<file path="config.mk">
export PLATFORM = sky130hd
export DESIGN_NAME = pe_top
export DESIGN_NICKNAME = d
export VERILOG_FILES = /design/src/hdl/pe_pkg.sv /design/src/hdl/pe_mac_if.sv /design/src/hdl/mac_unit.sv /design/src/hdl/operand_align.sv /design/src/hdl/pe_top.sv /design/src/hdl/result_out.sv
export SDC_FILE = /design/constraint.sdc
export NUM_CORES = 1
export LEC_CHECK = 0
export BUFFER_PORTS_ARGS = -buffer_cell sky130_fd_sc_hd__buf_2
export CAP_MARGIN = 20
export CELL_PAD_IN_SITES_DETAIL_PLACEMENT = 1
export CELL_PAD_IN_SITES_GLOBAL_PLACEMENT = 2
export CORE_ASPECT_RATIO = 1.5
export CORE_MARGIN = 2
export CORE_UTILIZATION = 35
export DETAILED_ROUTE_END_ITERATION = 8
export PLACE_DENSITY = 0.69
export SYNTH_ARGS = -nofsm -noshare
export SYNTH_HDL_FRONTEND = slang
export SYNTH_SLANG_ARGS = --single-unit
</file>
<file path="constraint.sdc">
create_clock -name clk -period 27.3 [get_ports clk]
set_input_delay 8.19 -clock clk [delete_from_list [all_inputs] [get_ports clk]]
set_output_delay 8.19 -clock clk [all_outputs]
set_load 0.03 [all_outputs]
</file>
<file path="src/hdl/pe_pkg.sv">
package pe_pkg;

  // Operand width on the left and top streams
  localparam int OP_WIDTH = 16;

  // Accumulator holds one full product, wraps on overflow
  localparam int PSUM_WIDTH = 2 * OP_WIDTH;

  // Enough for result queues of up to 7 entries
  localparam int CREDIT_WIDTH = 3;

  // Default number of result queue entries
  localparam int RESULT_DEPTH_DEFAULT = 4;

  // Signed two's-complement operand
  typedef logic [OP_WIDTH-1:0] operand_t;

  // Accumulated dot product
  typedef logic [PSUM_WIDTH-1:0] psum_t;

  // Free result slots, 0 up to the queue depth
  typedef logic [CREDIT_WIDTH-1:0] credit_t;

endpackage

</file>
<file path="src/hdl/pe_mac_if.sv">
`timescale 1ns/1ps

interface pe_mac_if;
  import pe_pkg::*;

  // One operand pair per cycle
  operand_t op_l;
  operand_t op_t;
  // Pair issued this cycle
  logic     valid;
  // Vector markers
  logic     first;
  logic     last;

  // Input side drives the pair
  modport issue (
    output op_l, op_t, valid, first, last
  );

  // Pipeline consumes it, never stalls
  modport mac (
    input op_l, op_t, valid, first, last
  );

endinterface

</file>
<file path="src/hdl/mac_unit.sv">
`timescale 1ns/1ps

module mac_unit (
  input  logic          clk,
  input  logic          rst_n,
  pe_mac_if.mac         mac,
  output pe_pkg::psum_t sum,
  output logic          push
);
  import pe_pkg::*;

  // Stage 1 product and flags
  psum_t product;
  logic  p_valid;
  logic  p_first;
  logic  p_last;

  // Stage 2 running sum
  psum_t acc;

  // Stage 1 valid
  always_ff @(posedge clk) begin
    if (!rst_n) begin
      p_valid <= 1'b0;
    end else begin
      p_valid <= mac.valid;
    end
  end

  // Signed multiply into a full width product
  always_ff @(posedge clk) begin
    if (mac.valid) begin
      product <= psum_t'($signed(mac.op_l) * $signed(mac.op_t));
      p_first <= mac.first;
      p_last  <= mac.last;
    end
  end

  // First pair restarts the sum
  always_ff @(posedge clk) begin
    if (p_valid) begin
      if (p_first) begin
        acc <= product;
      end else begin
        acc <= acc + product;
      end
    end
  end

  // Finished sum goes out with the new accumulator value
  always_ff @(posedge clk) begin
    if (!rst_n) begin
      push <= 1'b0;
    end else begin
      push <= p_valid && p_last;
    end
  end

  assign sum = acc;

  // Every push traces back to a last pair issued two cycles before
  a_push_source: assert property (
    @(posedge clk) disable iff (!rst_n)
    push |-> $past(mac.valid && mac.last, 2)
  );

endmodule

</file>
<file path="src/hdl/operand_align.sv">
`timescale 1ns/1ps

module operand_align #(
  parameter int RESULT_DEPTH = pe_pkg::RESULT_DEPTH_DEFAULT
) (
  input  logic             clk,
  input  logic             rst_n,
  input  pe_pkg::operand_t l_tdata,
  input  logic             l_tvalid,
  output logic             l_tready,
  input  logic             l_tlast,
  input  pe_pkg::operand_t t_tdata,
  input  logic             t_tvalid,
  output logic             t_tready,
  input  logic             t_tlast,
  output pe_pkg::operand_t r_tdata,
  output logic             r_tvalid,
  input  logic             r_tready,
  output logic             r_tlast,
  output pe_pkg::operand_t b_tdata,
  output logic             b_tvalid,
  input  logic             b_tready,
  output logic             b_tlast,
  input  logic             pop,
  pe_mac_if.issue          mac,
  output logic             err_unaligned
);
  import pe_pkg::*;

  credit_t credits;
  logic    first_pending;
  logic    pair_last;
  logic    r_free;
  logic    b_free;
  logic    credit_ok;
  logic    accept;
  logic    take;

  // Either side closing the vector ends it
  assign pair_last = l_tlast | t_tlast;

  // Holding register empty or emptied this cycle
  assign r_free = !r_tvalid || r_tready;
  assign b_free = !b_tvalid || b_tready;

  // A last pair needs a reserved result slot
  assign credit_ok = !pair_last || (credits != '0);

  // Both beats go together or not at all
  assign accept = l_tvalid && t_tvalid && r_free && b_free && credit_ok;
  assign l_tready = accept;
  assign t_tready = accept;

  // Slot reserved when a last pair issues
  assign take = accept && pair_last;

  // Issue straight to the MAC stage
  assign mac.op_l  = l_tdata;
  assign mac.op_t  = t_tdata;
  assign mac.valid = accept;
  assign mac.first = first_pending;
  assign mac.last  = pair_last;

  // Right and bottom valid flags
  always_ff @(posedge clk) begin
    if (!rst_n) begin
      r_tvalid <= 1'b0;
      b_tvalid <= 1'b0;
    end else begin
      if (accept) begin
        r_tvalid <= 1'b1;
      end else if (r_tready) begin
        r_tvalid <= 1'b0;
      end
      if (accept) begin
        b_tvalid <= 1'b1;
      end else if (b_tready) begin
        b_tvalid <= 1'b0;
      end
    end
  end

  // Forwarded beats, held until taken
  always_ff @(posedge clk) begin
    if (accept) begin
      r_tdata <= l_tdata;
      r_tlast <= l_tlast;
      b_tdata <= t_tdata;
      b_tlast <= t_tlast;
    end
  end

  // Next pair after a last starts a new vector
  always_ff @(posedge clk) begin
    if (!rst_n) begin
      first_pending <= 1'b1;
    end else if (accept) begin
      first_pending <= pair_last;
    end
  end

  // Free slot count, take and return may coincide
  always_ff @(posedge clk) begin
    if (!rst_n) begin
      credits <= credit_t'(RESULT_DEPTH);
    end else begin
      case ({take, pop})
        2'b10:   credits <= credits - 1'b1;
        2'b01:   credits <= credits + 1'b1;
        default: credits <= credits;
      endcase
    end
  end

  // Sticky until reset
  always_ff @(posedge clk) begin
    if (!rst_n) begin
      err_unaligned <= 1'b0;
    end else if (accept && (l_tlast != t_tlast)) begin
      err_unaligned <= 1'b1;
    end
  end

  // Pops from the result queue must match issued lasts
  // An underflow wraps above the depth and trips this too
  a_credit_range: assert property (
    @(posedge clk) disable iff (!rst_n)
    credits <= credit_t'(RESULT_DEPTH)
  );

endmodule

</file>
<file path="src/hdl/pe_top.sv">
`timescale 1ns/1ps

module pe_top #(
  parameter int RESULT_DEPTH = pe_pkg::RESULT_DEPTH_DEFAULT
) (
  input  logic             clk,
  input  logic             rst_n,
  // Left in
  input  pe_pkg::operand_t s_axis_l_tdata,
  input  logic             s_axis_l_tvalid,
  output logic             s_axis_l_tready,
  input  logic             s_axis_l_tlast,
  // Top in
  input  pe_pkg::operand_t s_axis_t_tdata,
  input  logic             s_axis_t_tvalid,
  output logic             s_axis_t_tready,
  input  logic             s_axis_t_tlast,
  // Right out
  output pe_pkg::operand_t m_axis_r_tdata,
  output logic             m_axis_r_tvalid,
  input  logic             m_axis_r_tready,
  output logic             m_axis_r_tlast,
  // Bottom out
  output pe_pkg::operand_t m_axis_b_tdata,
  output logic             m_axis_b_tvalid,
  input  logic             m_axis_b_tready,
  output logic             m_axis_b_tlast,
  // Down out, finished dot products
  output pe_pkg::psum_t    m_axis_d_tdata,
  output logic             m_axis_d_tvalid,
  input  logic             m_axis_d_tready,
  output logic             m_axis_d_tlast,
  output logic             err_unaligned
);
  import pe_pkg::*;

  psum_t sum;
  logic  push;
  logic  pop;

  // Issued pairs from input side to MAC
  pe_mac_if mac_bus ();

  // Pairing, forwarding and credits
  operand_align #(
    .RESULT_DEPTH (RESULT_DEPTH)
  ) u_align (
    .clk           (clk),
    .rst_n         (rst_n),
    .l_tdata       (s_axis_l_tdata),
    .l_tvalid      (s_axis_l_tvalid),
    .l_tready      (s_axis_l_tready),
    .l_tlast       (s_axis_l_tlast),
    .t_tdata       (s_axis_t_tdata),
    .t_tvalid      (s_axis_t_tvalid),
    .t_tready      (s_axis_t_tready),
    .t_tlast       (s_axis_t_tlast),
    .r_tdata       (m_axis_r_tdata),
    .r_tvalid      (m_axis_r_tvalid),
    .r_tready      (m_axis_r_tready),
    .r_tlast       (m_axis_r_tlast),
    .b_tdata       (m_axis_b_tdata),
    .b_tvalid      (m_axis_b_tvalid),
    .b_tready      (m_axis_b_tready),
    .b_tlast       (m_axis_b_tlast),
    .pop           (pop),
    .mac           (mac_bus.issue),
    .err_unaligned (err_unaligned)
  );

  // Multiply-accumulate
  mac_unit u_mac (
    .clk   (clk),
    .rst_n (rst_n),
    .mac   (mac_bus.mac),
    .sum   (sum),
    .push  (push)
  );

  // Result queue onto the down stream
  result_out #(
    .RESULT_DEPTH (RESULT_DEPTH)
  ) u_result (
    .clk      (clk),
    .rst_n    (rst_n),
    .sum      (sum),
    .push     (push),
    .d_tdata  (m_axis_d_tdata),
    .d_tvalid (m_axis_d_tvalid),
    .d_tready (m_axis_d_tready),
    .d_tlast  (m_axis_d_tlast),
    .pop      (pop)
  );

endmodule

</file>
<file path="src/hdl/result_out.sv">
`timescale 1ns/1ps

module result_out #(
  parameter int RESULT_DEPTH = pe_pkg::RESULT_DEPTH_DEFAULT
) (
  input  logic          clk,
  input  logic          rst_n,
  input  pe_pkg::psum_t sum,
  input  logic          push,
  output pe_pkg::psum_t d_tdata,
  output logic          d_tvalid,
  input  logic          d_tready,
  output logic          d_tlast,
  output logic          pop
);
  import pe_pkg::*;

  localparam int PTR_W = (RESULT_DEPTH > 1) ? $clog2(RESULT_DEPTH) : 1;
  localparam int CNT_W = $clog2(RESULT_DEPTH + 1);

  psum_t            mem [RESULT_DEPTH];
  logic [PTR_W-1:0] wr_ptr;
  logic [PTR_W-1:0] rd_ptr;
  logic [CNT_W-1:0] count;

  // Head entry drives the down stream
  assign d_tvalid = (count != '0);
  assign d_tdata  = mem[rd_ptr];
  // Every result is a one-beat packet
  assign d_tlast  = d_tvalid;

  // Completed down beat frees a slot
  assign pop = d_tvalid && d_tready;

  // Storage
  always_ff @(posedge clk) begin
    if (push) begin
      mem[wr_ptr] <= sum;
    end
  end

  // Pointers wrap at the depth, which need not be a power of two
  always_ff @(posedge clk) begin
    if (!rst_n) begin
      wr_ptr <= '0;
      rd_ptr <= '0;
    end else begin
      if (push) begin
        if (wr_ptr == PTR_W'(RESULT_DEPTH - 1)) begin
          wr_ptr <= '0;
        end else begin
          wr_ptr <= wr_ptr + 1'b1;
        end
      end
      if (pop) begin
        if (rd_ptr == PTR_W'(RESULT_DEPTH - 1)) begin
          rd_ptr <= '0;
        end else begin
          rd_ptr <= rd_ptr + 1'b1;
        end
      end
    end
  end

  // Occupancy
  always_ff @(posedge clk) begin
    if (!rst_n) begin
      count <= '0;
    end else begin
      case ({push, pop})
        2'b10:   count <= count + 1'b1;
        2'b01:   count <= count - 1'b1;
        default: count <= count;
      endcase
    end
  end

  // Credits upstream must keep the queue from overflowing
  a_no_overflow: assert property (
    @(posedge clk) disable iff (!rst_n)
    push |-> (count != CNT_W'(RESULT_DEPTH))
  );

endmodule

</file>
=== Word-level counts from Yosys, hierarchy flattened ===
Memory sizes are Yosys's and may differ from the RTL's. A register that Yosys moved wholly into a read port is not among the register bits.
Index checks and enable logic that the tools add are counted.

* RAM bits: 128
* Register bits after elaboration: 116
* Output and inout port bits: 73
* Bits of input ports: 41
* Memories: 1

{| class="wikitable"
|+ Memory list
! memory !! words !! width !! rd ports !! clocked after Yosys merged registers in !! write ports !! line !! text
|-
| u_result.mem || 4 || 32 || 1 || 1 || 1 || result_out.sv:21 || <nowiki>psum_t mem [RESULT_DEPTH];</nowiki>
|}

* Bitwise logic cells: 1
* Add/subtract/negate cells: 7
* Mux-type cells: 13
* Reduce and logical (&&, ||, !) cells: 20
* $mul: 1
* Equal/unequal tests: 7

{| class="wikitable"
|+ Operator list
! kind !! number
|-
| 32-bit adder || 1
|-
| 16-bit by 16-bit multiplier with 32-bit output || 1
|-
| 32-bit two-way mux || 1
|-
| 3-bit case mux with 2 select lines || 2
|-
| 2-bit == test, second input constant || 4
|-
| 1-bit logical AND || 8
|-
| 2-bit two-way mux || 4
|-
| 2-bit nonzero test || 4
|-
| 3-bit by 1-bit adder with 3-bit output, second input constant || 2
|-
| 1-bit two-way mux || 6
|-
| 3-bit nonzero test || 2
|-
| 3-bit by 1-bit subtractor with 3-bit output, second input constant || 2
|-
| 2-bit by 1-bit adder with 2-bit output, second input constant || 2
|-
| 2-bit by 1-bit == test with 1-bit output, second input constant || 2
|-
| 1-bit zero test || 3
|-
| 1-bit logical OR || 3
|-
| 1-bit != test || 1
|-
| 1-bit bitwise OR || 1
|}

=== Longest topological paths before layout ===
Gate-level depths: netlist of run 1.

* Word-level depth: 8
* Gate-level depth with buffers: 24
* Mapped depth without buffers: 22

=== Modules after synthesis ===
From an unflattened synthesis of run 1, not the netlist that was laid out.

* Cells, all modules: 1784
* Area total of the unflattened synthesis: 20742.4 µm²

{| class="wikitable"
|+ Modules (own cells, without submodules)
! module !! sequential area each (µm²) !! times used !! cells each !! area each (µm²)
|-
| mac_unit || 2021.9 || 1 || 1459 || 13943.4
|-
| result_out || 4023.9 || 1 || 218 || 5129.9
|-
| operand_align || 1161.1 || 1 || 107 || 1669.1
|}

=== Least setup slack after synthesis of run 1 ===
OpenSTA, ideal clock, no wires.

* Path type: input -> output
* Start point: input s_axis_l_tlast
* End point: output s_axis_t_tready
* Buffers on the path: 1
* Slack: 2050 ps
* Cell stages on the path: 5
* Required time: 19110 ps
* Arrival: 17060 ps
* Cell sequence: inv_1 ha_1 nor4_1 nor4_1 buf_4

* Longest elaborated chain between the ends: 4

{| class="wikitable"
|+ Ends and longest elaborated chain
! element !! line !! text
|-
| from (decl) || pe_top.sv:12 || <nowiki>input logic s_axis_l_tlast,</nowiki>
|-
| 1-bit bitwise OR || operand_align.sv:40 || <nowiki>assign pair_last = l_tlast | t_tlast;</nowiki>
|-
| 1-bit zero test || operand_align.sv:47 || <nowiki>assign credit_ok = !pair_last || (credits != '0);</nowiki>
|-
| 1-bit logical OR || operand_align.sv:47 ||
|-
| 1-bit logical AND || operand_align.sv:50 || <nowiki>assign accept = l_tvalid && t_tvalid && r_free && b_free && credit_ok;</nowiki>
|-
| to (decl) || pe_top.sv:16 || <nowiki>output logic s_axis_t_tready,</nowiki>
|}

Every way passes these cells.

=== Worst setup path in the final report of run 1 ===
* Start point: input s_axis_l_tlast
* End point: output s_axis_l_tready

* Longest elaborated chain between the ends: 4

{| class="wikitable"
|+ Ends and longest elaborated chain
! element !! line !! text
|-
| 1-bit bitwise OR || operand_align.sv:40 ||
|-
| 1-bit zero test || operand_align.sv:47 ||
|-
| 1-bit logical OR || operand_align.sv:47 ||
|-
| 1-bit logical AND || operand_align.sv:50 ||
|-
| to (decl) || pe_top.sv:11 || <nowiki>output logic s_axis_l_tready,</nowiki>
|}

Every way passes these cells.

==> key figures, run 1 <==
Yosys
  • Adder-cell share of the synthesized area: 34.1%
  • Mapped Nets: 2113
  • Simple logic cell fraction of the synthesized area: 10.1%
  • Yosys cell types: 62
  • Yosys warns: 0
  • Synth top area share: 34.2%
  • Avg Inst Size Synth: 11.9 sq um
  • Synth top area cells: edfxtp_1, fa_1, ha_1, inv_1, and2_1
  • Post-synthesis sequential area ratio: 36.0%
  • Number of synthesized register bits: 246
  • Biggest area consumer among synthesized cells: edfxtp_1
  • Post-synth ARST share: 0%
  • Mapped Cells: 1686
  • EDFF count, synth: 228
  • Mapped Area: 20000 sq um
  • Synth Area in Compound Gates: 6.25%
  • Xor and xnor area share after synthesis: 2.89%
  • Synth Flop Type: edfxtp_1
  • Mux cell area share after synthesis: 3.92%
  • Largest family of logic cells by synthesized area: adder cells

Drt
  • DR vias: 12400
  • Drt wl/cell: 18.4 um
  • M1 wire length: 19500 um
  • DR top layer: met4
  • DRT iter0 DRCs: 395
  • DR pass1 iterations: 4
  • DRC errors left: 0
  • Post-route ant nets: 0
  • Total Wirelength: 47300 um
  • Met3 wire len: 1330 um
  • Met2 routed WL: 25500 um
  • Via density per instance: 4.82

CTS
  • TritonCTS clock tree: done
  • H-tree levels: 1
  • Clk buf depth: 3
  • Num CTS Buffers: 28
  • Cts hold-fix bufs: 0
  • CTS resizes: 0
  • CTS root buffer: clkbuf_16
  • # Post-CTS Setup Buffers: 0
  • Clock sink count: 246
  • Worst skew pair latency: 0.55 ns
  • Clock transition at path regs: 0.06 ns

Global route
  • Vias in the first global route: 14400
  • Global route overflow: 0
  • Pin count of the biggest net entering global routing: 63
  • First-pass GRT wire length: 77500 um
  • Initial antenna violation count: 0
  • Total track usage: 16.7%

Timing
  • RSZ-0062 raised after global routing: no
  • Final Cycle Share: 64.3%
  • Final hold vios: 0
  • Worst-Margin Slew: 0.697 ns
  • Slew headroom: 53.5%
  • Fin crit period: 17.57 ns
  • Final setup vio count: 0
  • Fmax: 56.9 MHz
  • Max-slew violation count: 0
  • Setup TNS: 0 ns
  • Skew final: 0.0151 ns

Critical path
  • CP max FO: 25
  • Required time of the critical path: 19.11 ns
  • CP Class: primary input to primary output
  • Setup crit start kind: primary input
  • Critical Path AT: 9.38 ns
  • Crit end category: primary output

Finish
  • Area Overhead vs Synth: 11.7%
  • Final #Nets: 2217
  • Share of cells above drive strength 1: 11.6%
  • Diodes inserted: 0

Place
  • HPWL after DPL: 36700 um
  • GP Congestion: 0.778
  • Input/output buffers: 113

Worst hold path
  • Min-delay worst type: flop to flop

Run status
  • Outcome: completed

Floorplan
  • Width of the die: 199 um
  • Number of I/O pins: 114
  • Initial Utilization: 35.3%
  • Core area: 56600 sq um
  • Die area: 59100 sq um
  • Num rows: 107
  • Die Ht: 297 um

Flow run
  • Max-Cap Viols: 0
kinds of logic (layout without fill, tap and decap cells):
group / Yosys count / count (layout)
simple gates: 402 / 402
fa+ha+maj: 386 / 386
buf+inv: 356 / 481
flops: 246 / 246
compound gates: 192 / 192
xor+xnor: 66 / 66
mux: 38 / 38
placed cells by master, fill, tap and decap left out, types with 5 or more instances in the layout:
cell type and n:
inv_1 306, xor2_1 25, and2_1 137, xnor2_1 41, o21ai_0 51, a211oi_1 5
nor2b_1 9, buf_2 113, a21o_1 26, o21a_1 12, buf_4 11, dfxtp_1 17
o211ai_1 5, clkinv_1 5, a31oi_1 7, nand2b_1 10, nor3_1 6, edfxtp_1 228
o21bai_1 10, nand3_1 12, a21oi_1 46, nand4_1 7, ha_1 121, nand2_1 161
nor2_1 37, fa_1 265, mux4_2 32, clkbuf_16 29, nor3b_1 5
worst max-delay path, cell delays in order:
cell	delay [ns]
buf_2	0.09
inv_1	0.04
ha_1	0.20
nor4_1	0.31
nor4_2	0.06
buf_4	0.24
buf_2	0.23
metal layers:
layer / GRT usage, % / vias up
met3: 1.62 / 55
met5: 0 / -
met1: 19.8 / 6473
met2: 32.1 / 155
li1: - / 5717
met4: 3.59 / 0
state kept, by name, summed over array words and instances (netlist names), 2 cells and up, named ones only:
register	cells
u_align.b_tdata	16
u_align.credits	3
u_align.r_tdata	16
u_mac.product	32
u_mac.sum	32
u_result.count	3
u_result.mem	128
u_result.rd_ptr	2
u_result.wr_ptr	2
Yosys cell counts, drive strengths merged (2+ instances only):
library cell and count:
inv 306, fa 265, edfxtp 228, nand2 161
and2 137, ha 121, o21ai 53, a21oi 47
clkbuf 42, xnor2 41, nor2 37, mux4 32
a21o 26, xor2 25, dfxtp 18, nand3 12
o21a 12, nand2b 10, o21bai 10, nor2b 9
buf 8, a31oi 7, nand4 7, a211oi 6
nor3 6, nor3b 5, o211ai 5, a2111oi 4
and3 4, mux2i 4, or3 4, o31ai 3
or2 3, a2111o 2, a211o 2, a21boi 2
a221oi 2, mux2 2, nor4 2, o221ai 2
final timing paths:
kind | slack [ns] | start | endpoint | cells after the start
max | 9.73 | s_axis_l_tlast | s_axis_l_tready | 7
min | 0.44 | u_align.mac.first | u_mac.p_first | 0
max reg2reg | 23.80 | u_mac.sum[0] | u_mac.sum[30] | 13
min reg2reg | 0.44 | u_align.mac.first | u_mac.p_first | 0
final cells by class:
type	instances	area, sq um
fillers	6155	34300
multi-input cells	1084	11500
flip-flops and latches	246	7210
inverters	306	1150
well taps	763	955
clock buffers	32	737
repair buffers	124	648
clock inverters	19	199
per-stage QoR:
| stage | worst slack [ns] | instances | hold slack [ns] | instance area [sq um] | util (%) |
|---|---|---|---|---|---|
| 3_3_place_gp | 9.69 | 2523 | 0.421 | 21400 | 37.8 |
| 3_5_place_dp | 9.70 | 2523 | 0.423 | 21400 | 37.8 |
| 4_1_cts | 9.69 | 2574 | 0.443 | 22300 | 39.5 |
| 6_report | 9.73 | 2574 | 0.444 | 22300 | 39.5 |
| 2_1_floorplan | 2.05 | 1686 | 0.409 | 20000 | - |
| 5_1_grt | 9.56 | 2574 | 0.449 | 22300 | 39.5 |
Power of run 1 is left out: the tool's default activity adds up to more than one toggle a clock period on the data nets, which glitch-free logic cannot reach.
==> inputs of run 2 (changes only) <==
--- a/config.mk
+++ b/config.mk
@@ -13,7 +13,7 @@
 export CORE_MARGIN = 2
 export CORE_UTILIZATION = 35
 export DETAILED_ROUTE_END_ITERATION = 8
-export PLACE_DENSITY = 0.69
+export PLACE_DENSITY = 0.72
 export SYNTH_ARGS = -nofsm -noshare
 export SYNTH_HDL_FRONTEND = slang
 export SYNTH_SLANG_ARGS = --single-unit
==> constraint.sdc (replaced) <==
create_clock -name clk -period 15.79 [get_ports clk]
set_input_delay 4.737 -clock clk [delete_from_list [all_inputs] [get_ports clk]]
set_output_delay 4.737 -clock clk [all_outputs]
set_load 0.03 [all_outputs]
==> run 2 against run 1 <==
Net effect:
- sequential share of layout area about the same
- clock-buffer cell count increased by 1
- sequential cell count unchanged
- design area about the same
- critical path depth unchanged
- final cell count unchanged
- hold slack got worse by 0.0019 ns
- via count decreased by 0.98%
- highest routed layer is now met5
- register-to-register slack got worse by 12 ns
- first-iteration DRC count decreased by 13%
- die area unchanged
- wire length decreased by 1.2%
==> key figures, run 2 (synthesis gave the netlist of run 1 again) <==
Run status
  • Outcome: completed

Timing
  • Fmax: 88.1 MHz
  • Setup WS post-layout: 4.44 ns (-5.30 ns)
  • Fin crit period: 11.35 ns
  • Skew final: 0.0167 ns (+0.00167 ns)
  • Final Cycle Share: 71.9%
  • Final hold vios: 0 (unchanged)
  • Worst-Margin Slew: 0.974 ns (+0.276 ns)
  • Final setup vio count: 0 (unchanged)
  • RSZ-0062 raised after global routing: no
  • Slew headroom: 35.1% (-18 points)
  • Setup TNS: 0 ns (unchanged)
  • Max-slew violation count: 0 (unchanged)

Finish
  • Area Overhead vs Synth: 11.7% (about the same)
  • Diodes inserted: 0 (unchanged)
  • Most frequent cells in the layout: inv_1, fa_1, edfxtp_1
  • Share of cells above drive strength 1: 11.5% (-0.055 points)
  • Fill count: 6146 (-0.15%)
  • Largest reg by FF count: u_result.mem
  • Final #Nets: 2216 (-0.045%)
  • Most common cell after layout, fill and taps aside: inv_1
  • Largest register FFs: 128 (unchanged)

CTS
  • Num CTS Buffers: 28 (unchanged)
  • Worst skew pair latency: 0.57 ns (+0.02 ns)
  • TritonCTS clock tree: done
  • # Post-CTS Setup Buffers: 0 (unchanged)
  • CTS root buffer: clkbuf_16
  • Clk buf depth: 3 (unchanged)
  • CTS resizes: 0 (unchanged)
  • H-tree levels: 1 (unchanged)
  • Clock transition at path regs: 0.06 ns (about the same)
  • Cts hold-fix bufs: 0 (unchanged)
  • Clock sink count: 246 (unchanged)

Drt
  • DR vias: 12300 (-0.98%)
  • Met2 routed WL: 25500 um (about the same)
  • Drt wl/cell: 18.2 um (-1.2%)
  • DRC errors left: 0 (unchanged)
  • Via density per instance: 4.77 (-0.98%)
  • DR pass1 iterations: 4 (unchanged)
  • DR top layer: met5
  • Post-route ant nets: 0 (unchanged)
  • Total Wirelength: 46700 um (-1.2%)
  • Met3 wire len: 1370 um (+2.6%)
  • DRT iter0 DRCs: 342 (-13%)
  • M1 wire length: 19000 um (-2.9%)

Global route
  • Global route overflow: 0 (unchanged)
  • Initial antenna violation count: 1 (+1)
  • Vias in the first global route: 14300 (-0.41%)
  • Total track usage: 16.6% (-0.099 points)
  • First-pass GRT wire length: 76900 um (-0.84%)
  • Pin count of the biggest net entering global routing: 73 (+16%)

Floorplan
  • Die Ht: 297 um (unchanged)
  • Initial Utilization: 35.3% (unchanged)
  • Number of I/O pins: 114 (unchanged)
  • Core area: 56600 sq um (unchanged)
  • Die area: 59100 sq um (unchanged)
  • Width of the die: 199 um (unchanged)
  • Num rows: 107 (unchanged)

Place
  • HPWL after DPL: 36500 um (-0.58%)
  • Worst slack, placed: 4.34 ns (-5.35 ns)
  • GP Congestion: 0.779 (+0.22%)
  • Input/output buffers: 113 (unchanged)

Critical path
  • Crit end category: primary output
  • Setup crit start kind: primary input
  • Critical Path AT: 6.62 ns (-2.76 ns)
  • CP max FO: 72 (+190%)
  • CP Class: primary input to primary output
  • Required time of the critical path: 11.05 ns (-8.06 ns)

Worst hold path
  • Min-delay worst type: flop to flop

Flow run
  • Max-Cap Viols: 0 (unchanged)
-- run 2: path summary, 6_finish.rpt --
path	cells after the start	to	start	slack [ns]
worst min-delay path	0	u_mac.p_first	u_align.mac.first	0.44
worst max-delay path	7	s_axis_l_tready	s_axis_l_tlast	4.44
worst max register to register	13	u_mac.sum[30]	u_mac.sum[0]	12.27
worst min register to register	0	u_mac.p_first	u_align.mac.first	0.44
-- run 2: final cells by class --
| class | count | area, sq um | area share [%] |
|---|---|---|---|
| Multi-Input combinational cell | 1084 | 11500 | 51.3 |
| Tap cell | 763 | 955 | 4.27 |
| Timing Repair Buffer | 123 | 641 | 2.87 |
| Clock inverter | 19 | 199 | 0.890 |
| Inverter | 306 | 1150 | 5.14 |
| Clock buffer | 33 | 741 | 3.31 |
| Sequential cell | 246 | 7210 | 32.2 |
-- run 2: per-stage QoR --
| step | instance area, sq um | hold slack [ns] | std cells | util [%] |
|---|---|---|---|---|
| after floorplan | 20000 | 0.409 | 1686 | - |
| after global placement | 21400 | 0.422 | 2522 | 37.8 |
| after detailed placement | 21400 | 0.442 | 2522 | 37.8 |
| after CTS | 22400 | 0.451 | 2574 | 39.5 |
| after global routing | 22400 | 0.468 | 2574 | 39.5 |
| final | 22400 | 0.442 | 2574 | 39.5 |
-- run 2: layer usage --
metal / vias to the layer above / GRT usage (%)
met3: 40 / 1.66
met2: 154 / 32.0
met1: 6365 / 19.5
li1: 5717 / -
met4: 2 / 3.62
met5: - / 0
-- run 2: worst max-delay path: stages --
cell and delay, ns:
buf_2 0.10, inv_1 0.05, ha_1 0.17, nor4_1 0.08, nor4_4 0.27, buf_4 0.81, buf_2 0.34
Power of run 2 is left out for the same reason.
